==> src/logic/mips_pkg.sv <==
`default_nettype none

package mips_pkg;

   // primary opcodes of the supported subset
   typedef enum logic [5:0] {
      OP_SPECIAL = 6'h00,
      OP_J       = 6'h02,
      OP_BEQ     = 6'h04,
      OP_ADDIU   = 6'h09,
      OP_ANDI    = 6'h0c,
      OP_ORI     = 6'h0d,
      OP_LUI     = 6'h0f,
      OP_LW      = 6'h23,
      OP_SW      = 6'h2b
   } op_e;

   // r-type function field
   typedef enum logic [5:0] {
      FN_ADDU = 6'h21,
      FN_SUBU = 6'h23,
      FN_AND  = 6'h24,
      FN_OR   = 6'h25,
      FN_SLT  = 6'h2a
   } funct_e;

   typedef enum logic [2:0] {
      ALU_ADD,
      ALU_SUB,
      ALU_AND,
      ALU_OR,
      ALU_SLT,
      ALU_LUI
   } alu_op_e;

   // operand source in execute
   typedef enum logic [1:0] {
      FWD_REG,
      FWD_EXMEM,
      FWD_MEMWB
   } fwd_sel_e;

   typedef struct packed {
      op_e         opcode;
      logic [4:0]  rs;
      logic [4:0]  rt;
      logic [4:0]  rd;
      logic [4:0]  shamt;
      funct_e      funct;
   } r_fmt_t;

   typedef struct packed {
      op_e         opcode;
      logic [4:0]  rs;
      logic [4:0]  rt;
      logic [15:0] imm;
   } i_fmt_t;

   // same 32-bit word, register or immediate layout
   typedef union packed {
      r_fmt_t r;
      i_fmt_t i;
   } instr_u;

   // sll r0,r0,0 writes nothing
   localparam instr_u nop_instr = '0;

endpackage

`default_nettype wire

==> src/logic/fetch_stage.sv <==
`timescale 1ns/1ps
`default_nettype none

module fetch_stage
   import mips_pkg::*;
#(
   parameter int IMEM_DEPTH = 64
) (
   input  logic                          i_clk,
   input  logic                          i_rst_n,
   input  logic                          i_imem_we,
   input  logic [$clog2(IMEM_DEPTH)-1:0] i_imem_addr,
   input  logic [31:0]                   i_imem_wdata,
   input  logic                          i_stall,
   input  logic                          i_flush,
   input  logic                          i_take_redirect,
   input  logic [31:0]                   i_redirect_pc,
   output logic [31:0]                   o_pc_plus4,
   output instr_u                        o_instr
);

   localparam int AW = $clog2(IMEM_DEPTH);

   logic [31:0] imem [IMEM_DEPTH];
   logic [31:0] pc;
   logic [31:0] pc_plus4;

   assign pc_plus4 = pc + 32'd4;

   // program load port, only written while the core is in reset
   always_ff @(posedge i_clk) begin
      if (i_imem_we) begin
         imem[i_imem_addr] <= i_imem_wdata;
      end
   end

   // pc and IF/ID latch
   always_ff @(posedge i_clk) begin
      if (!i_rst_n) begin
         pc         <= '0;
         o_pc_plus4 <= '0;
         o_instr    <= nop_instr;
      end else if (!i_stall) begin
         // redirect wins over sequential fetch
         pc         <= i_take_redirect ? i_redirect_pc : pc_plus4;
         o_pc_plus4 <= pc_plus4;
         // the word behind a taken branch or jump is dropped
         o_instr    <= i_flush ? nop_instr : instr_u'(imem[pc[AW+1:2]]);
      end
   end

endmodule

`default_nettype wire

==> config.mk <==
export PLATFORM = sky130hd
export DESIGN_NAME = fetch_stage
export DESIGN_NICKNAME = d
export VERILOG_FILES = /design/src/logic/mips_pkg.sv /design/src/logic/fetch_stage.sv
export SDC_FILE = /design/constraint.sdc
export NUM_CORES = 2
export LEC_CHECK = 0
export BUFFER_PORTS_ARGS = -buffer_cell sky130_fd_sc_hd__buf_2
export CORE_UTILIZATION = 55
export CTS_CLUSTER_SIZE = 20
export DETAILED_ROUTE_END_ITERATION = 12
export PLACE_DENSITY = 0.71
export REMOVE_ABC_BUFFERS = 1
export SETUP_SLACK_MARGIN = 0.4
export SLEW_MARGIN = 5
export SYNTH_ARGS = -nofsm -noshare
export SYNTH_HDL_FRONTEND = slang
export SYNTH_SLANG_ARGS = --single-unit
==> constraint.sdc <==
create_clock -name i_clk -period 10.9 [get_ports i_clk]
set_input_delay 0.545 -clock i_clk [delete_from_list [all_inputs] [get_ports i_clk]]
set_output_delay 0.545 -clock i_clk [all_outputs]
set_load 0.01 [all_outputs]
# After elaboration in Yosys (flattened, before gate mapping)
# Memory sizes are Yosys's and may differ from the RTL's. A register that Yosys moved wholly into a read port is not among the register bits.
# Cells that the tools add are included.
totals:
  regBits: 96
  ramBits: 2048
  wordCells: 11
  mem_count: 1
classes:
  addsub: 1
  muxes: 6
mem_list:
  columns: ["name", "words", "word_bits", "rd", "rd_ports_with_merged_regs", "wr", "line_no", "source"]
  rows:
  - ["imem", 64, 32, 1, 1, 1, "fetch_stage.sv:24", "logic [31:0] imem [IMEM_DEPTH];"]
op_table:
  columns: ["cell", "count"]
  rows:
  - ["32-bit two-way mux", 2]
  - ["32-bit by 3-bit adder with 32-bit output, second input constant", 1]
  - ["6-bit two-way mux", 2]
  - ["1-bit two-way mux", 2]

# Depth between registers and ports, before layout
logic_depth:
  ltp_word: 4
  mapped_depth: 12

# Worst setup path before layout
# No wires, ideal clock.
synth_path:
  path_kind: "input to register"
  from: "input i_imem_addr[5]"
  to: "memory imem[48][0], enable pin"
  arrival_time_ns: 3.422
  t_required_ns: 10.439
  slack_ns: 7.017
  cell_stages: 4
  path_cell_list: "clkbuf_1 > nand3_1 > or3_1 > nor3_1"
synth_rtl:
  columns: ["element", "line_no", "source"]
  rows:
  - ["start, declared", "fetch_stage.sv:12", "input logic [$clog2(IMEM_DEPTH)-1:0] i_imem_addr,"]
  - ["end, declared", "fetch_stage.sv:24", null]
# Straight into the memory's write port.

==> results.yml <==
status:
  outcome: "finished, final reports clean"
die:
  num_io_pins: 140
  die_height_um: 391
  die_x_um: 391
  floorplan.initialDensity_pct: 55.4
  core-area_um2: 150000
  num_rows: 142
  die-area_um2: 153000
layout:
  final_cell_area_um2: 93000
  final_util_pct: 62.0
  fin_nets: 4363
  area_growth_pct: 11.9
  drive_above_1_share_pct: 25.3
global_route:
  antenna_found_initial: 7
  grt_pass1_wl_mm: 316
  overflow: 0
  grt_max_degree: 112
  grt_usage_pct: 29.7
  grt_pass1_vias: 42400
yosys:
  synth_ff_type: "edfxtp_1"
  synth-async-reset-ratio_pct: 0
  netlist_area_um2: 83100
  syn_inst: 4053
  ys_seq_area_share_pct: 76.4
  ys_ff_latch: 2150
  synth_edf_count: 2048
  ys_types: 63
  syn-mean-instance-area_um2: 20.5
  yosysWarnings: 0
pwr:
  p_leak_nw: 28.8
  seq_power_share_pct: 54.5
  p_sw_mw: 3.67
  powerDensity_nw_per_um2: 181
  p_sw_share_pct: 21.8
  pwr-share-clk_pct: 39.8
  power.internal_mw: 13.2
  p_comb_share_pct: 5.6
  fin_total_pwr_mw: 16.8
  ir_worst_vdd_mv: 0.199
placement:
  place_area_um2: 86600
  port-buffer-count: 139
  hpwl_mm: 121
  gp_congestion: 0.837
timing:
  hold_viol_final: 0
  tightest_slew_ps: 1280
  slew_headroom_pct: 14.4
  min_period_ps: 4720
  setup_violations: 0
  maxSlewViolCount: 0
  rsz0062_at_grt: "false"
  fmax_mhz: 212
  period_share_pct: 43.3
  fin_worst_skew_ps: 36.6
worst_setup_path:
  endpoint_kind: "register"
  cp.required_ps: 11590
  critPathSlowestCell: "nor3_1"
  rrSetupSlack_ps: 6180
  crit_type: "reg2reg"
  cp_max_fo: 104
  path_cells: "buf_12 -> buf_12 -> mux4_2 -> and2_1 -> a211oi_1 -> a211oi_1 -> nor3_1 -> o21ai_1"
  slowest_delay_ps: 930
  reg2reg_depth: 8
  critPathArrivalTime_ps: 5420
  crit_path_start_kind: "register"
clock_network:
  cts.sink_count: 2150
  clk_pin_slew_ps: 60
  htreeDepth: 4
  worstSkewPairLatency_ps: 850
  cts_root_buf: "clkbuf_16"
  cts_buffers: 203
  cts_tree: "done"
  clockBufferDepth: 3
detailed_routing:
  wl_per_cell_um: 34.6
  drt_wl_total_mm: 225
  via_count: 43600
  drc_errors: 0
  ant_nets: 0
  viasPerCell: 6.72
  drtIter0Drc: 6833
  first_pass_iters: 6
run:
  maxCapViolations: 0
min_path:
  min_path_type: "in2reg"
  hold_path_depth: 5
==> per-stage QoR <==
step	setup TNS, ps	setup slack [ps]	cells	hold slack [ps]
final	0	6180	6482	53.4
after global routing	0	5910	6472	79.3
after CTS	0	6030	6472	2.87
after detailed placement	0	6090	6088	466
after global placement	0	6140	6087	457
after floorplan	-295380	-10110	3820	468
==> placed cells by master (no fill, tap or decap), drive strengths merged, types with 10 or more instances in the layout <==
| cell | count |
|---|---|
| a211oi | 30 |
| a21oi | 69 |
| a221oi | 14 |
| a22oi | 27 |
| a31oi | 14 |
| and2 | 36 |
| and3 | 11 |
| buf | 252 |
| clkbuf | 271 |
| clkinv | 84 |
| dfxtp | 102 |
| diode | 10 |
| edfxtp | 2048 |
| inv | 17 |
| mux2 | 16 |
| mux2i | 160 |
| mux4 | 489 |
| nand2 | 192 |
| nand2b | 16 |
| nand3 | 57 |
| nand4 | 20 |
| nor2 | 145 |
| nor2b | 29 |
| nor3 | 28 |
| o211a | 14 |
| o211ai | 20 |
| o21ai | 85 |
| o221ai | 18 |
| o22ai | 40 |
| o31ai | 12 |
| or3 | 14 |
| xnor2 | 17 |
| xor2 | 11 |
==> worst max-delay path: cells and delay by family (launching register included) <==
family / cells / cell delay, ps
AOI/OAI and AO/OA: 3 / 580
buffers and inverters: 2 / 1290
DFF: 1 / 660
muxes: 1 / 590
and+or+nand+nor: 2 / 1110
==> routing by layer <==
layer / GRT usage [%] / vias to the layer above / wire length [um]
li1: - / 17300 / -
met1: 42.1 / 23000 / 83200
met2: 46.6 / 2888 / 107000
met3: 5.77 / 418 / 26300
met4: 10.5 / 4 / 8340
met5: 0 / - / 27
==> path summary, 6_finish.rpt <==
path / start / to
hold / removal: i_redirect_pc[21] / pc[21]
hold reg to reg: o_pc_plus4[5] / o_pc_plus4[5]
setup / recovery: register / o_instr[29]
setup reg to reg: register / o_instr[29]
==> registers in the layout, indices dropped and copies added (netlist names), named ones only <==
register    count
o_pc_plus4     32
imem         2048
pc             32
o_instr        32
==> cells in the mapped netlist, drive strengths merged (4+ instances only) <==
cell | n | area share, %
a22oi | 27 | 0.24
nor2b | 29 | 0.22
o31a | 5 | 0.053
mux2 | 16 | 0.22
nor3 | 28 | 0.17
nor4 | 8 | 0.078
or2 | 8 | 0.060
a31oi | 14 | 0.11
xnor2 | 17 | 0.18
a22o | 5 | 0.053
a221oi | 14 | 0.15
a211oi | 30 | 0.27
inv | 10 | 0.045
o221ai | 18 | 0.19
edfxtp | 2048 | 74
nand3 | 57 | 0.34
and2 | 36 | 0.27
xor2 | 11 | 0.12
o2111ai | 8 | 0.084
clkbuf | 87 | 0.39
nand4 | 20 | 0.18
o21ai | 85 | 0.51
nand2 | 192 | 0.87
mux4 | 489 | 13
o211ai | 20 | 0.18
a21oi | 69 | 0.42
a32oi | 9 | 0.095
dfxtp | 102 | 2.5
and3 | 11 | 0.084
mux2i | 160 | 1.9
o31ai | 12 | 0.11
nand2b | 16 | 0.12
o22ai | 40 | 0.30
a21boi | 4 | 0.036
buf | 146 | 1.0
nor2 | 145 | 0.65
or3 | 14 | 0.11
a221o | 7 | 0.084
o211a | 14 | 0.17
==> repair_timing <==
action,in CTS,in global routing
setup endpoints to repair,0,0
buffers inserted,0,0
hold buffers,9,0
hold endpoints to repair,10,0
resized for setup,0,0
==> final cells by class <==
class / count / area [um2]
clock buffer: 271 / 5490
inverter: 10 / 38.8
fill: 10200 / 57000
multi-input combinational: 1660 / 18900
tap: 2016 / 2520
timing repair buffer: 261 / 1710
clock inverter: 104 / 773
antenna: 10 / 25.0
sequential: 2150 / 63600
==> power by group through the flow <==
stage	combinational (mW)	sequential [mW]	clock, mW
after floorplan	0.774	9.43	0
after global routing	0.999	9.19	7.07
after CTS	0.948	9.19	6.77
after global placement	0.928	9.36	0
after detailed placement	0.942	9.36	0
final	0.949	9.19	6.71
==> kinds of logic after synthesis <==
| group | count (synthesis) | synth area share (%) |
|---|---|---|
| DFF | 2150 | 76.4 |
| and+or+nand+nor | 575 | 3.26 |
| muxes | 665 | 15.4 |
| xor gates and xnor gates | 28 | 0.295 |
| adders and majority gates | 1 | 0.0151 |
| buffers and inverters | 243 | 1.44 |
| AOI/OAI and AO/OA | 391 | 3.15 |
Power figures use the tool's default switching activity.
