File: config.mk
export PLATFORM = sky130hd
export DESIGN_NAME = result_stage
export DESIGN_NICKNAME = d
export VERILOG_FILES = /design/src/logic/result_stage.sv
export SDC_FILE = /design/constraint.sdc
export NUM_CORES = 1
export LEC_CHECK = 0
export BUFFER_PORTS_ARGS = -buffer_cell sky130_fd_sc_hd__buf_2
export CELL_PAD_IN_SITES_DETAIL_PLACEMENT = 1
export CELL_PAD_IN_SITES_GLOBAL_PLACEMENT = 2
export CORE_MARGIN = 2
export CORE_UTILIZATION = 37
export CTS_BUF_LIST = sky130_fd_sc_hd__clkbuf_4 sky130_fd_sc_hd__clkbuf_8 sky130_fd_sc_hd__clkbuf_16
export DETAILED_ROUTE_END_ITERATION = 8
export HOLD_SLACK_MARGIN = 0.15
export MAX_ROUTING_LAYER = met4
export PLACE_DENSITY_LB_ADDON = 0.1
export SYNTH_ARGS = -nofsm -noshare
export SYNTH_HDL_FRONTEND = slang
export SYNTH_SLANG_ARGS = --single-unit
File: constraint.sdc
create_clock -name i_clk -period 8.65 [get_ports i_clk]
set_input_delay 0.4325 -clock i_clk [delete_from_list [all_inputs] [get_ports i_clk]]
set_output_delay 0.4325 -clock i_clk [all_outputs]
set_load 0.01 [all_outputs]
File: src/logic/result_stage.sv
`timescale 1ns/1ps
`default_nettype none

module result_stage #(
   parameter int DMEM_DEPTH = 32
) (
   input  logic        i_clk,
   input  logic        i_rst_n,
   input  logic [31:0] i_alu_result,
   input  logic [31:0] i_store_data,
   input  logic [4:0]  i_dst_num,
   input  logic        i_mem_read,
   input  logic        i_mem_write,
   input  logic        i_reg_write,
   // MEM/WB latch, also the register file write port
   output logic        o_wb_en,
   output logic [4:0]  o_wb_reg,
   output logic [31:0] o_wb_data
);

   localparam int DW = $clog2(DMEM_DEPTH);

   logic [31:0]   dmem [DMEM_DEPTH];
   logic [DW-1:0] dmem_addr;
   logic [31:0]   load_data;

   // word address, byte offset ignored
   assign dmem_addr = i_alu_result[DW+1:2];
   assign load_data = dmem[dmem_addr];

   // data memory starts at zero after every reset
   always_ff @(posedge i_clk) begin
      if (!i_rst_n) begin
         for (int k = 0; k < DMEM_DEPTH; k++) begin
            dmem[k] <= '0;
         end
      end else if (i_mem_write) begin
         dmem[dmem_addr] <= i_store_data;
      end
   end

   always_ff @(posedge i_clk) begin
      o_wb_reg  <= i_dst_num;
      // load data for lw, alu result otherwise
      o_wb_data <= i_mem_read ? load_data : i_alu_result;
      if (!i_rst_n) begin
         o_wb_en <= 1'b0;
      end else begin
         o_wb_en <= i_reg_write && (i_dst_num != 5'd0);
      end
   end

endmodule

`default_nettype wire

Yosys cells after proc, flatten, opt, wreduce, memory -nomap -nowiden

Memories as Yosys holds them, arrays and structs flattened.
Cells that the tools add are included.

RAM bits: 1024
Memory bits (read-only): 0
Bits in registers: 38
Memories kept: 1
Bits in latches: 0
Word-level logic and storage cells: 15
Input port bits: 74
Output and inout bits: 38

Memories:

| name | words | width | rd ports | clocked after Yosys merged registers in | write ports | RTL line | text |
|---|---|---|---|---|---|---|---|
| dmem | 32    | 32    | 1        | 0                                       | 32          | 23       | `logic [31:0] dmem [DMEM_DEPTH];` |

Divide/modulo/power cells: 0
Mux-type cells: 8
Reductions and logical operators: 3
$mul: 0
Shift-type cells: 0
Order comparisons: 0
Add/sub/neg operators: 0
Equality and inequality tests: 0
Bitwise gates (word level): 0

Operators with widths:

| operator            | count |
|---|---|
| 32-bit 2-to-1 mux   | 2 |
| 32-bit OR reduction | 1 |
| 1-bit 2-to-1 mux    | 5 |
| 5-bit 2-to-1 mux    | 1 |
| 5-bit nonzero test  | 1 |
| 1-bit logical AND   | 1 |

Logic depth before layout (Yosys ltp)

Gate-level depths: netlist (run 1).

Word-level depth: 5
Gate-level depth with buffers: 9

Worst setup path after synthesis (run 1)

OpenSTA, ideal clock, no wires.

Kind: input to register
From: input i_alu_result[4]
To: memory dmem[1][0], enable pin
Cell stages on the path: 6
Path slack: 4.530 ns
Arrival time: 3.654 ns
Cells stage by stage: buf_2 > buf_4 > nor2_1 > nand2_1 > clkbuf_1 > o21ai_0

RTL lines:

| what        | RTL line | text |
|---|---|---|
| from (decl) | 9        | `input logic [31:0] i_alu_result,` |
| to (decl)   | 23       |  |

Worst setup path after layout (run 1)

From: input i_alu_result[4]
To: register o_wb_data[18]

Longest elaborated chain between the ends: 2

Ends and longest elaborated chain:

| what                 | RTL line | text |
|---|---|---|
| memory 32 x 32 bit   | --       |  |
| 32-bit 2-to-1 mux    | 45       | `o_wb_data <= i_mem_read ? load_data : i_alu_result;` |
| to (signal assigned) | 45       |  |
| to (decl)            | 18       | `output logic [31:0] o_wb_data` |

No other way between the ends.
A chain may end at the register's enable or synchronous reset.

==> impl_metrics.tcl, run 1 <==
set metrics [dict create \
    status "complete, no violations" \
    die_area_um2 130700 \
    cp.arrival_ps 4130 \
    tritoncts "done" \
    cp.required_ps 9190 \
    worstSetupStartpoint "i_alu_result[4]" \
    grt_pass1_wl_mm 225.9 \
    synth_fp_nets 3159 \
    root_buffer "clkbuf_16" \
    synthAdderAreaFrac_pct 0 \
    r2r_end "o_wb_data[18]$_DFF_P_" \
    hp-class "in -> reg" \
    synth_compound_area_share_pct 3.489 \
    cp_num_cells 7 \
    grt_start_max_net_pins 105 \
    critPathSlowestCell "or3b_1" \
    fin_nets 3209 \
    port_buffers 111 \
    maxCapViolations 0 \
    drt_iter0_drc 2767 \
    ctsHtreeMaxLevel 3 \
    syn_area_um2 47300 \
    coreArea_um2 127200 \
    first_pass_iters 5 \
    num_rows 131 \
    drive_above_1_share_pct 20.43 \
    post_cts_buffers 0 \
    crit_buf_inv 2 \
    ys.warnings.count 0 \
    ff2ff_path_depth 5 \
    final.period_utilization_pct 41.55 \
    antenna_found_initial 20 \
    cts_resized 0 \
    worstPathCellList "buf_2 > buf_4 > or3b_1 > nor3_1 > or4_1 > a221oi_1 > a31oi_1" \
    utilization_pct 42.47 \
    crit_end "o_wb_data[18]$_DFF_P_" \
    cts_buffers 120 \
    start_kind "input port" \
    whs_ps 316.8 \
    async_flop_share_pct 0 \
    vias 27440 \
    finalSetupViolCount 0 \
    synthSimpleGateAreaFrac_pct 15.09 \
    ys_ff_latch 1062 \
    ant_nets 0 \
    path_class "in -> reg" \
    leakagePower_nw 18.70 \
    post-synth-top-area-fraction_pct 65.01 \
    cts_sinks 1062 \
    synth_xor_area_share_pct 0 \
    ys.flop_type "edfxtp_1" \
    start_util_pct 37.19 \
    track_usage_pct 25.37 \
    ys_seq_area_share_pct 66.62 \
    clock_skew_ps 23.66 \
    synth_cell_types 57 \
    synth.area.top_cells "edfxtp_1 (65%), and2_1 (14%), mux4_2 (9.4%)" \
    final_max_slew_viol_count 0 \
    clk_pin_slew_ps 60 \
    synth_top_area_cell "edfxtp_1" \
    cts_hold_buf 34 \
    r2r_start "dmem[18][18]$_SDFFCE_PN0P_" \
    muxShareOfSynthArea_pct 11.86 \
    grt_pass1_vias 28450 \
    synthCells 3085 \
    gr-total-overflow 0 \
    finalHoldViolCount 0 \
    finalCriticalPeriod_ps 3594 \
    crit_fanout 30 \
    rsz0062_at_grt "false" \
    cp-end-kind "register" \
    area_growth_pct 14.22 \
    crit_family "simple AND/OR/NAND/NOR gates" \
    io_pins 112 \
    worstSkewPairLatency_ps 740 \
    synth_common_cells "and2_1 (1024), edfxtp_1 (1024), clkbuf_1 (217)" \
    wirelength_mm 159.5 \
    vdd_drop_max_v 0.0001594 \
    r2r_slack_ps 5990 \
    gp_congestion 0.7886 \
    synth-edff-count 1024 \
    post_drt_wl_per_cell_um 32.53 \
    vias_per_cell 5.597 \
    dp_hpwl_mm 93.81 \
    syn_avg_cell_area_um2 15.33 \
    largest_reg_flops 1024 \
    setup_tns_ps 0 \
    synth_top_family_by_area "simple AND/OR/NAND/NOR gates" \
    clockBufferDepth 3 \
    clock.fmax_mhz 278.2 \
    die_h_um 361.5 \
    hold_depth 2 \
    cellPowerDensity_nw_per_um2 218.9 \
    worst_pin_slew_ps 1233 \
    drc 0 \
    slowest_delay_ps 1020 \
    maxSlewHeadroom_pct 17.77 \
    dieWidth_um 361.5 \
]
-- layout by cell type (no fill, tap or decap), types with 34 or more instances in the layout --
master | Yosys | routed
edfxtp_1 | 1024 | 1024
mux4_2 | 197 | 197
a22oi_1 | 51 | 51
buf_2 | 41 | 106
clkbuf_16 | 0 | 121
dfxtp_1 | 38 | 38
mux2i_1 | 115 | 115
dlygate4sd3_1 | 0 | 34
buf_4 | 19 | 81
and2_1 | 1024 | 1024
-- how the worst min path moves through the flow --
stage	to	from	slack, ps
after global routing	o_wb_data[13]$_DFF_P_	i_mem_read	310
final	o_wb_data[30]$_DFF_P_	i_mem_read	320
after detailed placement	o_wb_reg[3]$_DFF_P_	i_dst_num[3]	550
after CTS	o_wb_data[16]$_DFF_P_	i_mem_read	260
after global placement	o_wb_reg[1]$_DFF_P_	i_dst_num[1]	550
after floorplan	o_wb_reg[0]$_DFF_P_	i_dst_num[0]	460
-- where the power goes --
part | switching, mW | internal, mW | total, mW
Clock | 2.10 | 2.82 | 4.93
Sequential | 0.0872 | 5.92 | 6.00
Combinational | 0.597 | 0.299 | 0.896
Total | 2.79 | 9.04 | 11.8
-- cell type report --
cell class / instances / area (um^2)
timing repair buffer: 233 / 1724
fill: 12330 / 73170
clock inverter: 63 / 457.9
tap: 1662 / 2079
antenna: 11 / 27.53
clock buffer: 154 / 3307
multi-input combinational: 1716 / 14910
sequential: 1062 / 31510
inverter: 2 / 7.507
-- metal layers --
metal | global-route usage [%] | vias up | routed length (um)
met5 | - | - | 0
met4 | 5.923 | 0 | 3210
met3 | 3.507 | 174 | 10120
met2 | 39.64 | 881 | 75680
met1 | 35.27 | 14880 | 70500
li1 | - | 11510 | -
-- metrics by stage --
stage | setup slack [ps] | area (um^2) | power [mW] | cells
final | 5056 | 54020 | 11.83 | 4903
after global routing | 4943 | 54010 | 12.19 | 4897
after CTS | 5055 | 53980 | 11.94 | 4891
after detailed placement | 4278 | 49870 | 7.009 | 4640
after global placement | 4258 | 49690 | 6.980 | 4633
after floorplan | 4530 | 47300 | 6.570 | 3085
-- logic make-up (layout without fill, tap and decap cells) --
group | after synthesis | count (layout)
AND/OR/NAND/NOR | 1165 | 1165
AO/OA/AOI/OAI | 237 | 237
multiplexers | 314 | 314
flip-flops | 1062 | 1062
buffers and inverters | 307 | 452
other | 0 | 11
No activity file was read; power rests on OpenSTA's default activity.
==> run 2: changes to the inputs <==
Settings changed: ABC_AREA set to 1, CORE_UTILIZATION 37 to 36.
Clock period 8.65 ns to 3.26 ns, I/O delays scaled along.
==> impl_metrics.tcl, run 2 <==
set metrics [dict create \
    placed_cell_area_um2 50860 \
    ant_nets 0 \
    setup_tns_ps 0 \
    slowest_delay_ps 560 \
    cts_sinks 1062 \
    area_growth_pct 16.53 \
    grt_pass1_vias 37990 \
    num_rows 133 \
    synth_top_area_cell "edfxtp_1" \
    largest_reg_flops 1024 \
    tritoncts "done" \
    dp_hpwl_mm 100.1 \
    cts_resized 0 \
    first_pass_iters 5 \
    synth.most_common_cell "nand2_1" \
    netSwitchingFraction_pct 24.96 \
    ys.flop_type "edfxtp_1" \
    worst_pin_slew_ps 1111 \
    vdd_drop_max_v 0.0005424 \
    drc 0 \
    post_drt_wl_per_cell_um 23.20 \
    cts_hold_buf 99 \
    leakagePower_nw 24.26 \
    final_max_slew_viol_count 0 \
    p_clk_share_pct 42.8 \
    cpMostUsedCell "nand2_1" \
    synth_common_cells "nand2_1 (2571), nor2_1 (1101), edfxtp_1 (1024)" \
    cp.arrival_ps 3680 \
    post-synth-top-area-fraction_pct 64.05 \
    gr-total-overflow 0 \
    wirelength_mm 170.1 \
    finalHoldViolCount 0 \
    antenna_found_initial 6 \
    whs_ps 171.6 \
    vias 36670 \
    hp-class "in -> reg" \
    syn_avg_cell_area_um2 8.948 \
    status "complete, no violations" \
    vias_per_cell 5.001 \
    intPower_mw 24.64 \
    crit_buf_inv 7 \
    worstPathCellList "dlygate4sd3_1 > buf_8 > buf_4 > nand2_1 > inv_2 > buf_12 > a22oi_1 > nand2_1 > nand2_1 > nand3_1 > nand2_1 > dlygate4sd3_1 > nand2_1 > dlygate4sd3_1" \
    cp.required_ps 3970 \
    crit_fanout 36 \
    cts_buffers 130 \
    synth.area.top_cells "edfxtp_1 (64%), nand2_1 (20%), nor2_1 (8.6%)" \
    cp-end-kind "register" \
    die_area_um2 136300 \
    grt_pass1_wl_mm 251.0 \
    maxCapViolations 0 \
    start_kind "input port" \
    power_mw 32.83 \
    grt_start_max_net_pins 161 \
    syn_area_um2 48010 \
    die_h_um 369.2 \
    p_seq_share_pct 48.5 \
    clock_skew_ps 39.79 \
    synth-edff-count 1024 \
    start_util_pct 36.38 \
    drive_above_1_share_pct 9.505 \
    p_comb_share_pct 8.6 \
    finalCriticalPeriod_ps 2963 \
    fin_nets 5549 \
    coreArea_um2 132000 \
    synth_cell_types 18 \
    crit_family "buffers and inverters" \
    rsz0062_at_grt "false" \
    gp_congestion 0.8176 \
    worstSkewPairLatency_ps 790 \
    ys_seq_area_share_pct 65.63 \
    clockBufferDepth 3 \
    dieWidth_um 369.2 \
    root_buffer "clkbuf_16" \
    final.period_utilization_pct 90.88 \
    finalSetupViolCount 0 \
    final_common_cell "nand2_1" \
    ctsHtreeMaxLevel 4 \
    path_class "in -> reg" \
    track_usage_pct 25.92 \
    clk_pin_slew_ps 60 \
    clock.fmax_mhz 337.5 \
    ys.warnings.count 0 \
    critPathSlowestCell "dlygate4sd3_1" \
    ys_ff_latch 1062 \
    async_flop_share_pct 0 \
    final_area_um2 55950 \
    post_cts_buffers 0 \
    cellPowerDensity_nw_per_um2 586.9 \
    synthCells 5366 \
    io_pins 112 \
    synth_fp_nets 5440 \
    maxSlewHeadroom_pct 25.96 \
    p_switching_mw 8.195 \
    port_buffers 111 \
    drt_iter0_drc 2919 \
    layout_common_cells "nand2_1 (2557), nor2_1 (1096), edfxtp_1 (1024), clkbuf_16 (132), buf_4 (131)" \
]
-- run 2: area by class of cell --
| cell class | instances | area (um^2) |
|---|---|---|
| Antenna cell | 2 | 5.005 |
| Clock buffer | 180 | 3745 |
| Clock inverter | 53 | 352.8 |
| Fill cell | 15080 | 76010 |
| Inverter | 101 | 394.1 |
| Multi-Input combinational cell | 3813 | 14680 |
| Sequential cell | 1062 | 31510 |
| Tap cell | 1755 | 2196 |
| Timing Repair Buffer | 367 | 3069 |
-- run 2: tightest hold or removal path, delay by kind of cell --
family,cells,cell delay [ps]
and+or+nand+nor,1,210
buffers and inverters,2,450
-- run 2: per-stage QoR --
stage	util [%]	setup WS, ps	instances
6_report	42.40	297.4	7333
5_1_grt	42.40	182.5	7333
4_1_cts	42.39	315.0	7331
3_5_place_dp	38.54	825.7	6999
3_3_place_gp	38.54	833.7	6999
2_1_floorplan	-	849.2	5366
-- run 2: kinds of logic (layout without fill, tap and decap cells) --
logic type,count (synthesis),in the layout,synth area share (%)
AND/OR/NAND/NOR,3804,3804,30.25
buffers and inverters,491,701,4.005
flip-flops,1062,1062,65.63
other,0,2,0
AO/OA/AOI/OAI,9,9,0.1147
-- run 2: power by group through the flow --
stage	clock (mW)	sequential (mW)	combinational, mW
detailed placement	0	16.2	2.78
CTS	14.3	15.9	2.89
finish	14.1	15.9	2.84
global placement	0	16.2	2.76
floorplan	0	16.2	1.52
global route	14.8	16.0	3.14
-- run 2: worst paths after layout --
check,end,from,depth (start not counted),slack [ps]
setup reg to reg,o_wb_data[4]$_DFF_P_,dmem[4][4]$_SDFFCE_PN0P_,8,1050
hold / removal,dmem[3][30]$_SDFFCE_PN0P_,i_store_data[30],3,170
hold reg to reg,o_wb_data[14]$_DFF_P_,dmem[31][14]$_SDFFCE_PN0P_,8,770
setup / recovery,o_wb_data[4]$_DFF_P_,i_alu_result[2],14,300
-- run 2: routing by layer --
layer	track usage (%)	vias up	wire length [um]
li1	-	17160	-
met1	34.36	18550	77430
met2	41.68	744	81050
met3	3.557	229	7313
met4	7.284	0	4335
met5	-	-	0
