### config.mk
export PLATFORM = sky130hd
export DESIGN_NAME = decode_stage
export DESIGN_NICKNAME = d
export VERILOG_FILES = /design/src/logic/mips_pkg.sv /design/src/logic/decode_stage.sv
export SDC_FILE = /design/constraint.sdc
export NUM_CORES = 2
export LEC_CHECK = 0
export BUFFER_PORTS_ARGS = -buffer_cell sky130_fd_sc_hd__buf_2
export CAP_MARGIN = 20
export CORE_MARGIN = 2
export CORE_UTILIZATION = 52
export DETAILED_ROUTE_END_ITERATION = 10
export PLACE_DENSITY = 0.7
export SLEW_MARGIN = 20
export SYNTH_ARGS = -nofsm -noshare
export SYNTH_HDL_FRONTEND = slang
export SYNTH_SLANG_ARGS = --single-unit
### constraint.sdc
create_clock -name i_clk -period 10.6 [get_ports i_clk]
set_clock_uncertainty 0.1 [all_clocks]
set_input_delay 1.06 -clock i_clk [delete_from_list [all_inputs] [get_ports i_clk]]
set_output_delay 1.06 -clock i_clk [all_outputs]
set_load 0.05 [all_outputs]
### src/logic/mips_pkg.sv
`default_nettype none

package mips_pkg;

   // primary opcodes of the supported subset
   typedef enum logic [5:0] {
      OP_SPECIAL = 6'h00,
      OP_J       = 6'h02,
      OP_BEQ     = 6'h04,
      OP_ADDIU   = 6'h09,
      OP_ANDI    = 6'h0c,
      OP_ORI     = 6'h0d,
      OP_LUI     = 6'h0f,
      OP_LW      = 6'h23,
      OP_SW      = 6'h2b
   } op_e;

   // r-type function field
   typedef enum logic [5:0] {
      FN_ADDU = 6'h21,
      FN_SUBU = 6'h23,
      FN_AND  = 6'h24,
      FN_OR   = 6'h25,
      FN_SLT  = 6'h2a
   } funct_e;

   typedef enum logic [2:0] {
      ALU_ADD,
      ALU_SUB,
      ALU_AND,
      ALU_OR,
      ALU_SLT,
      ALU_LUI
   } alu_op_e;

   // operand source in execute
   typedef enum logic [1:0] {
      FWD_REG,
      FWD_EXMEM,
      FWD_MEMWB
   } fwd_sel_e;

   typedef struct packed {
      op_e         opcode;
      logic [4:0]  rs;
      logic [4:0]  rt;
      logic [4:0]  rd;
      logic [4:0]  shamt;
      funct_e      funct;
   } r_fmt_t;

   typedef struct packed {
      op_e         opcode;
      logic [4:0]  rs;
      logic [4:0]  rt;
      logic [15:0] imm;
   } i_fmt_t;

   // same 32-bit word, register or immediate layout
   typedef union packed {
      r_fmt_t r;
      i_fmt_t i;
   } instr_u;

   // sll r0,r0,0 writes nothing
   localparam instr_u nop_instr = '0;

endpackage

`default_nettype wire

### src/logic/decode_stage.sv
`timescale 1ns/1ps
`default_nettype none

module decode_stage
   import mips_pkg::*;
(
   input  logic        i_clk,
   input  logic        i_rst_n,
   input  logic [31:0] i_pc_plus4,
   input  instr_u      i_instr,
   input  logic        i_bubble,
   input  logic        i_wb_en,
   input  logic [4:0]  i_wb_reg,
   input  logic [31:0] i_wb_data,
   // ID/EX latch
   output logic [31:0] o_rs_val,
   output logic [31:0] o_rt_val,
   output logic [31:0] o_imm,
   output logic [4:0]  o_rs_num,
   output logic [4:0]  o_rt_num,
   output logic [4:0]  o_dst_num,
   output alu_op_e     o_alu_op,
   output logic        o_alu_src_imm,
   output logic        o_mem_read,
   output logic        o_mem_write,
   output logic        o_reg_write,
   // branch and jump resolution
   output logic        o_take_redirect,
   output logic [31:0] o_redirect_pc,
   output logic        o_uses_branch_regs
);

   logic [31:0] rf [32];
   logic [4:0]  rs_num;
   logic [4:0]  rt_num;
   logic [31:0] rs_val;
   logic [31:0] rt_val;
   logic [31:0] sext_imm;
   logic [31:0] imm_ext;
   logic [4:0]  dst_num;
   alu_op_e     alu_op;
   logic        alu_src_imm;
   logic        mem_read;
   logic        mem_write;
   logic        reg_write;
   logic        is_beq;
   logic        is_j;

   assign rs_num   = i_instr.r.rs;
   assign rt_num   = i_instr.r.rt;
   assign sext_imm = {{16{i_instr.i.imm[15]}}, i_instr.i.imm};

   // register file, r0 never written
   always_ff @(posedge i_clk) begin
      if (i_wb_en) begin
         rf[i_wb_reg] <= i_wb_data;
      end
   end

   // same-cycle write is bypassed to the read ports
   assign rs_val = (rs_num == 5'd0) ? 32'd0 :
                   (i_wb_en && i_wb_reg == rs_num) ? i_wb_data : rf[rs_num];
   assign rt_val = (rt_num == 5'd0) ? 32'd0 :
                   (i_wb_en && i_wb_reg == rt_num) ? i_wb_data : rf[rt_num];

   // control decode
   always_comb begin
      dst_num     = i_instr.i.rt;
      imm_ext     = sext_imm;
      alu_op      = ALU_ADD;
      alu_src_imm = 1'b1;
      mem_read    = 1'b0;
      mem_write   = 1'b0;
      reg_write   = 1'b0;
      case (i_instr.r.opcode)
         OP_SPECIAL: begin
            // r view: destination in rd
            dst_num     = i_instr.r.rd;
            alu_src_imm = 1'b0;
            reg_write   = 1'b1;
            case (i_instr.r.funct)
               FN_ADDU: alu_op = ALU_ADD;
               FN_SUBU: alu_op = ALU_SUB;
               FN_AND:  alu_op = ALU_AND;
               FN_OR:   alu_op = ALU_OR;
               FN_SLT:  alu_op = ALU_SLT;
               // unknown funct, incl nop
               default: reg_write = 1'b0;
            endcase
         end
         OP_ADDIU: reg_write = 1'b1;
         OP_ANDI: begin
            imm_ext   = {16'd0, i_instr.i.imm};
            alu_op    = ALU_AND;
            reg_write = 1'b1;
         end
         OP_ORI: begin
            imm_ext   = {16'd0, i_instr.i.imm};
            alu_op    = ALU_OR;
            reg_write = 1'b1;
         end
         OP_LUI: begin
            imm_ext   = {16'd0, i_instr.i.imm};
            alu_op    = ALU_LUI;
            reg_write = 1'b1;
         end
         OP_LW: begin
            mem_read  = 1'b1;
            reg_write = 1'b1;
         end
         OP_SW: mem_write = 1'b1;
         default: ;
      endcase
   end

   // beq compares in decode, j splices pc upper bits
   assign is_beq             = (i_instr.i.opcode == OP_BEQ);
   assign is_j               = (i_instr.i.opcode == OP_J);
   assign o_uses_branch_regs = is_beq;
   assign o_take_redirect    = is_j || (is_beq && rs_val == rt_val);
   assign o_redirect_pc      = is_j ?
      {i_pc_plus4[31:28], i_instr.i.rs, i_instr.i.rt, i_instr.i.imm, 2'b00} :
      i_pc_plus4 + {sext_imm[29:0], 2'b00};

   // ID/EX latch
   always_ff @(posedge i_clk) begin
      o_rs_val      <= rs_val;
      o_rt_val      <= rt_val;
      o_imm         <= imm_ext;
      o_rs_num      <= rs_num;
      o_rt_num      <= rt_num;
      o_alu_src_imm <= alu_src_imm;
      if (!i_rst_n || i_bubble) begin
         // nop controls
         o_dst_num   <= 5'd0;
         o_alu_op    <= ALU_ADD;
         o_mem_read  <= 1'b0;
         o_mem_write <= 1'b0;
         o_reg_write <= 1'b0;
      end else begin
         o_dst_num   <= dst_num;
         o_alu_op    <= alu_op;
         o_mem_read  <= mem_read;
         o_mem_write <= mem_write;
         o_reg_write <= reg_write;
      end
   end

endmodule

`default_nettype wire

Word level (Yosys, flattened, before mapping)
Memory sizes are Yosys's and may differ from the RTL's.
Index checks and enable logic that the tools add are counted.
Operators by class
  add/subtract/negate cells: 1
  equality and inequality tests: 16
  multiplexer cells: 15
  reduce and logical (&&, ||, !) cells: 12
Operator list (number)
  $mux 32: 5
  $eq 6x6->1 const B: 7
  $add 32x32->32: 1
  $eq 32x32->1: 1
  $eq 6x4->1 const B: 4
  $pmux 3 s4: 2
  $eq 5x5->1: 2
  $logic_not 5->1: 2
  $reduce_or 5->1: 2
  $eq 6x2->1 const B: 1
  $eq 6x3->1 const B: 1
  $logic_not 6->1: 1
  $mux 1: 6
  $mux 5: 1
  $logic_and 1x1->1: 3
  $reduce_or 3->1: 1
  $logic_or 1x1->1: 2
  $pmux 1 s2: 1
  $logic_not 1->1: 1
Storage, ports and cells
  register bits after elaboration: 103
  RAM bits: 1024
  input port bits: 105
  logic and storage cells: 57
  memories kept: 1
Memory list
  rf: depth 32, width 32, rd ports 2, clocked after Yosys merged registers in 0, write ports 1, RTL line decode_stage.sv:33  | logic [31:0] rf [32];

Logic depth before layout (Yosys ltp)
  depth after elaboration: 7
  gate-level depth with buffers: 16
  gate-level depth less buffers: 12

Least setup slack after synthesis
Ideal clock, no wire load.
  path kind: input -> output
  start point: input i_instr[17] in the netlist's numbering
  end point: output o_take_redirect
  data arrival time: 4798 ps
  required time: 9440 ps
  path slack: 4642 ps
  stages on the path: 13
  cell sequence: buf_2 > buf_4 > buf_2 > clkbuf_1 > clkbuf_1 > mux4_2 > a22oi_1 > nand3_1 > a32o_1 > xor2_1 > a2111o_1 > or3_1 > o21ai_1
On the way
  cells in the longest elaborated chain, start to end: 7
  elaborated cells between the ends (all ways): 9
  those cells by class: eq/ne: 2; mux: 2; reduce/logical: 4; memory: 1
RTL lines
  start: declaration: RTL line decode_stage.sv:10  | input instr_u i_instr,
  parallel branches: the longest is 3 deep, another holds $mem_v2 32x32
  $mux 32 (*): RTL line decode_stage.sv:63  | assign rt_val = (rt_num == 5'd0) ? 32'd0 :
  via rt_val[23]: RTL line decode_stage.sv:37  | logic [31:0] rt_val;
  $eq 32x32->1 (*): RTL line decode_stage.sv:120  | assign o_take_redirect = is_j || (is_beq && rs_val == rt_val);
  $logic_and 1x1->1 (*): RTL line decode_stage.sv:120
  $logic_or 1x1->1 (*): RTL line decode_stage.sv:120
  end: declaration: RTL line decode_stage.sv:28  | output logic o_take_redirect,
Mark *: on every way through the listed nets, which the timed path passes.

Worst setup path in the final report
  start point: input i_instr[24] in the netlist's numbering
  end point: output o_take_redirect
On the way
  cells in the longest elaborated chain, start to end: 7
  elaborated cells between the ends (all ways): 9
  those cells by class: eq/ne: 2; mux: 2; reduce/logical: 4; memory: 1
RTL lines
  parallel branches: the longest is 3 deep, another holds $mem_v2 32x32
  $mux 32 (*): RTL line decode_stage.sv:61  | assign rs_val = (rs_num == 5'd0) ? 32'd0 :
  via rs_val[25]: RTL line decode_stage.sv:36  | logic [31:0] rs_val;
  $eq 32x32->1 (*): RTL line decode_stage.sv:120
  $logic_and 1x1->1 (*): RTL line decode_stage.sv:120
  $logic_or 1x1->1 (*): RTL line decode_stage.sv:120
Marks and branches as above.

==> out/summary.txt <==
# H-tree levels -> 3
CP required -> 9.44 ns
TritonCTS buffer count -> 115
Maximum fanout along the worst path -> 39
Post-Place Worst Slack -> 3.19 ns
Synth Register Bits -> 1127
Max incr delay on CP -> 0.78 ns
Layout cell share with drive strength beyond 1 -> 0.352
Initial detailed-routing violation count -> 5659
Asr flop ratio synth -> 0
Fin cells -> 4479
Port bufs -> 256
Synthesized area -> 52300 um^2
Unrepaired setup endpoints after global routing -> no
# IOs -> 257
Final core utilization -> 0.592
Area contributors post-synth -> edfxtp_1, mux4_2, dfxtp_1
DP Wirelength -> 101000 um
Total grt overflow -> 0
Initial Utilization -> 0.523
Commonest cells in the netlist -> edfxtp_1, mux4_2, nor2_1
Routed vias/inst -> 7.32
Worst Hold Class -> in -> reg
Leakage -> 19.3 nW
Status -> complete, no violations
Max Root-Sink Buffers -> 3
CTS tree -> yes
CP top delay family -> simple AND/OR/NAND/NOR gates
Largest net degree at the start of global routing -> 93
Number of flops mapped to enable cells by yosys -> 1024
Post-synth top area share -> 0.588
Peak supply drop -> 0.179 mV
Final WL -> 168000 um
Final min period -> 7.71 ns
Cts repair resizes -> 0
Hold buffers post-CTS -> 0
Critical path's slowest cell -> or3_1
Period utilization -> 0.727
Crit path capture type -> primary output
Total Power -> 10.6 mW
Die height -> 321 um
Initial antenna violation count -> 10
Final WS setup -> 2.89 ns
First-pass GRT wire length -> 237000 um
Final layout net count -> 3212
Setup violations, final -> 0
Crit path cell chain -> buf_2, buf_4, or3_1, or3_1, o21ai_2, buf_4, o31ai_1, xnor2_1, nand4_1, a2111o_1, or3_1, o21ai_1, buf_2
Remaining DRCs -> 0
Final Hold Vio Count -> 0
Chip width -> 321 um
Antenna-violating nets left -> 0
GPL Wtd Cong -> 0.946
Worst Max-Slew Pin Slew -> 1.11 ns
Syn_area_per_cell -> 18.4 um^2
Slew Limit Headroom -> 0.256
# fillers -> 7174
DR pass1 iterations -> 6
Routed via count -> 32801
CTS Sinks -> 1127
Clock root cell -> clkbuf_16
CTS clk-pin slew, worst paths -> 0.06 ns
Cell taking the most area after synthesis -> edfxtp_1
Syn. warnings -> 0
Critical Path AT -> 6.55 ns
Synth cell types -> 65
Core Area -> 99900 um^2
Predominant post-synthesis flop cell -> edfxtp_1
Cells after synthesis -> 2844
Vias in the first global route -> 32675
Cell with the most instances on the worst path -> or3_1
Kind of critical path -> in -> out
Share of the yosys chip area belonging to registers -> 0.628
Area of the multi-input gates -> 18600 um^2
Gr usage total -> 0.326
Worst-Skew Late Latency -> 0.69 ns
Max Freq -> 130 MHz
Max Slew Vio Count -> 0
Area delta synth->final -> 13.1%
Setup TNS -> 0 ns
CP bufs+invs -> 4
Rows -> 116
Post-Syn Nets -> 2979
Placed cells -> 4257
Startpoint types -> primary input
DR WL/cell -> 37.6 um
Pwr Density -> 180 nW/um^2
Seq. cell area -> 32800 um^2
Setup Fix Bufs, Post-CTS -> 0
Top-count cell post-synth -> edfxtp_1
Max-cap viol count -> 0
Die area -> 103000 um^2
==> flip-flops by register name, indices dropped and copies added, names as in the netlist, 3 cells and up <==
register and flops:
o_alu_op 3, o_rt_num 5, o_rs_val 32, o_imm 17
o_rt_val 32, rf 1024, o_rs_num 5, o_dst_num 5
==> cell families (layout without fill, tap and decap cells) <==
kind of cell / Yosys count / after routing / synth area share
DFF: 1127 / 1127 / 0.628
muxes: 645 / 645 / 0.249
AOI/OAI and AO/OA: 376 / 376 / 0.0486
and+or+nand+nor: 374 / 374 / 0.0345
buffers and inverters: 227 / 559 / 0.0223
xor gates and xnor gates: 65 / 65 / 0.0109
adders and majority gates: 30 / 30 / 0.00732
other: 0 / 5 / 0
==> final cells by class <==
cell class | instances | share of cell area
Sequential cell | 1127 | 0.555
Inverter | 12 | 0.000762
Tap cell | 1298 | 0.0275
Timing Repair Buffer | 331 | 0.0333
Clock inverter | 65 | 0.0135
Clock buffer | 151 | 0.0550
Multi-Input combinational cell | 1490 | 0.314
Antenna cell | 5 | 0.000212
==> cell usage in the layout (no fill, tap or decap), types with 6 or more instances in the layout <==
cell type  synthesis  routed
o22ai_1           66      66
clkbuf_16          0     121
mux4_2           520     520
nor2_1           125      90
inv_1             12      12
nand3b_1          10      10
edfxtp_1        1024    1024
o31ai_1            7       7
xor2_1            16      16
mux2i_1           98      98
clkbuf_8           0      12
a22oi_1           47      47
ha_1              29      29
a22o_1            12      12
and2_1            10      10
nor3_1            19      17
clkinv_1           0      12
mux2_2            27      27
xnor2_1           49      49
nand2b_1          27      27
bufinv_16          0      18
a211oi_1          20      20
buf_2             64     250
o21ai_0           54      54
a32o_1            30      30
a21oi_1           69      69
buf_4             30      70
nand4_1            6       6
nand2_1           83      83
nor2_4             0      32
a21o_1            12      12
clkinv_2           0      23
a31oi_1           11      11
nor2b_1           29      26
dfxtp_1          103     103
nand3_1           34      34
clkbuf_1          76      17
==> report_power, final <==
| group | leakage, nW | internal (mW) | total [mW] | switching, mW |
|---|---|---|---|---|
| Clock | 1.99 | 2.59 | 4.32 | 1.72 |
| Sequential | 10.1 | 4.94 | 5.01 | 0.0695 |
| Combinational | 7.23 | 0.433 | 1.29 | 0.855 |
| Total | 19.3 | 7.96 | 10.6 | 2.65 |
==> worst register-to-register path: cells and delay by family, from the launching register on <==
kind	cells	cell delay, ns
compound gates	5	1.30
flops	1	0.36
mux	1	0.26
simple gates	1	0.14
==> layer usage <==
| metal | share of wire | global-route usage | vias to the layer above |
|---|---|---|---|
| li1 | - | - | 12493 |
| met1 | 0.36 | 0.453 | 17042 |
| met2 | 0.45 | 0.487 | 2789 |
| met3 | 0.14 | 0.0860 | 469 |
| met4 | 0.051 | 0.149 | 8 |
| met5 | 0.0013 | 0.0118 | - |
==> final timing paths <==
path,startpoint,end,slack [ns],cells past startpoint
worst max-delay path,i_instr[24],o_take_redirect,2.89,13
worst min-delay path,i_instr[7],o_imm[7]$_DFF_P_,0.42,1
worst max register to register,rf[19][9]$_DFFE_PP_,o_rs_val[9]$_DFF_P_,8.28,7
worst min register to register,rf[2][23]$_DFFE_PP_,o_rt_val[23]$_DFF_P_,0.84,4
==> per-stage QoR <==
stage	hold WS [ns]	cell area (um^2)
floorplan	0.708	52300
global placement	0.802	55000
detailed placement	0.810	55000
CTS	0.380	59100
global route	0.400	59100
finish	0.418	59100
(Power assumes the default switching activity.)
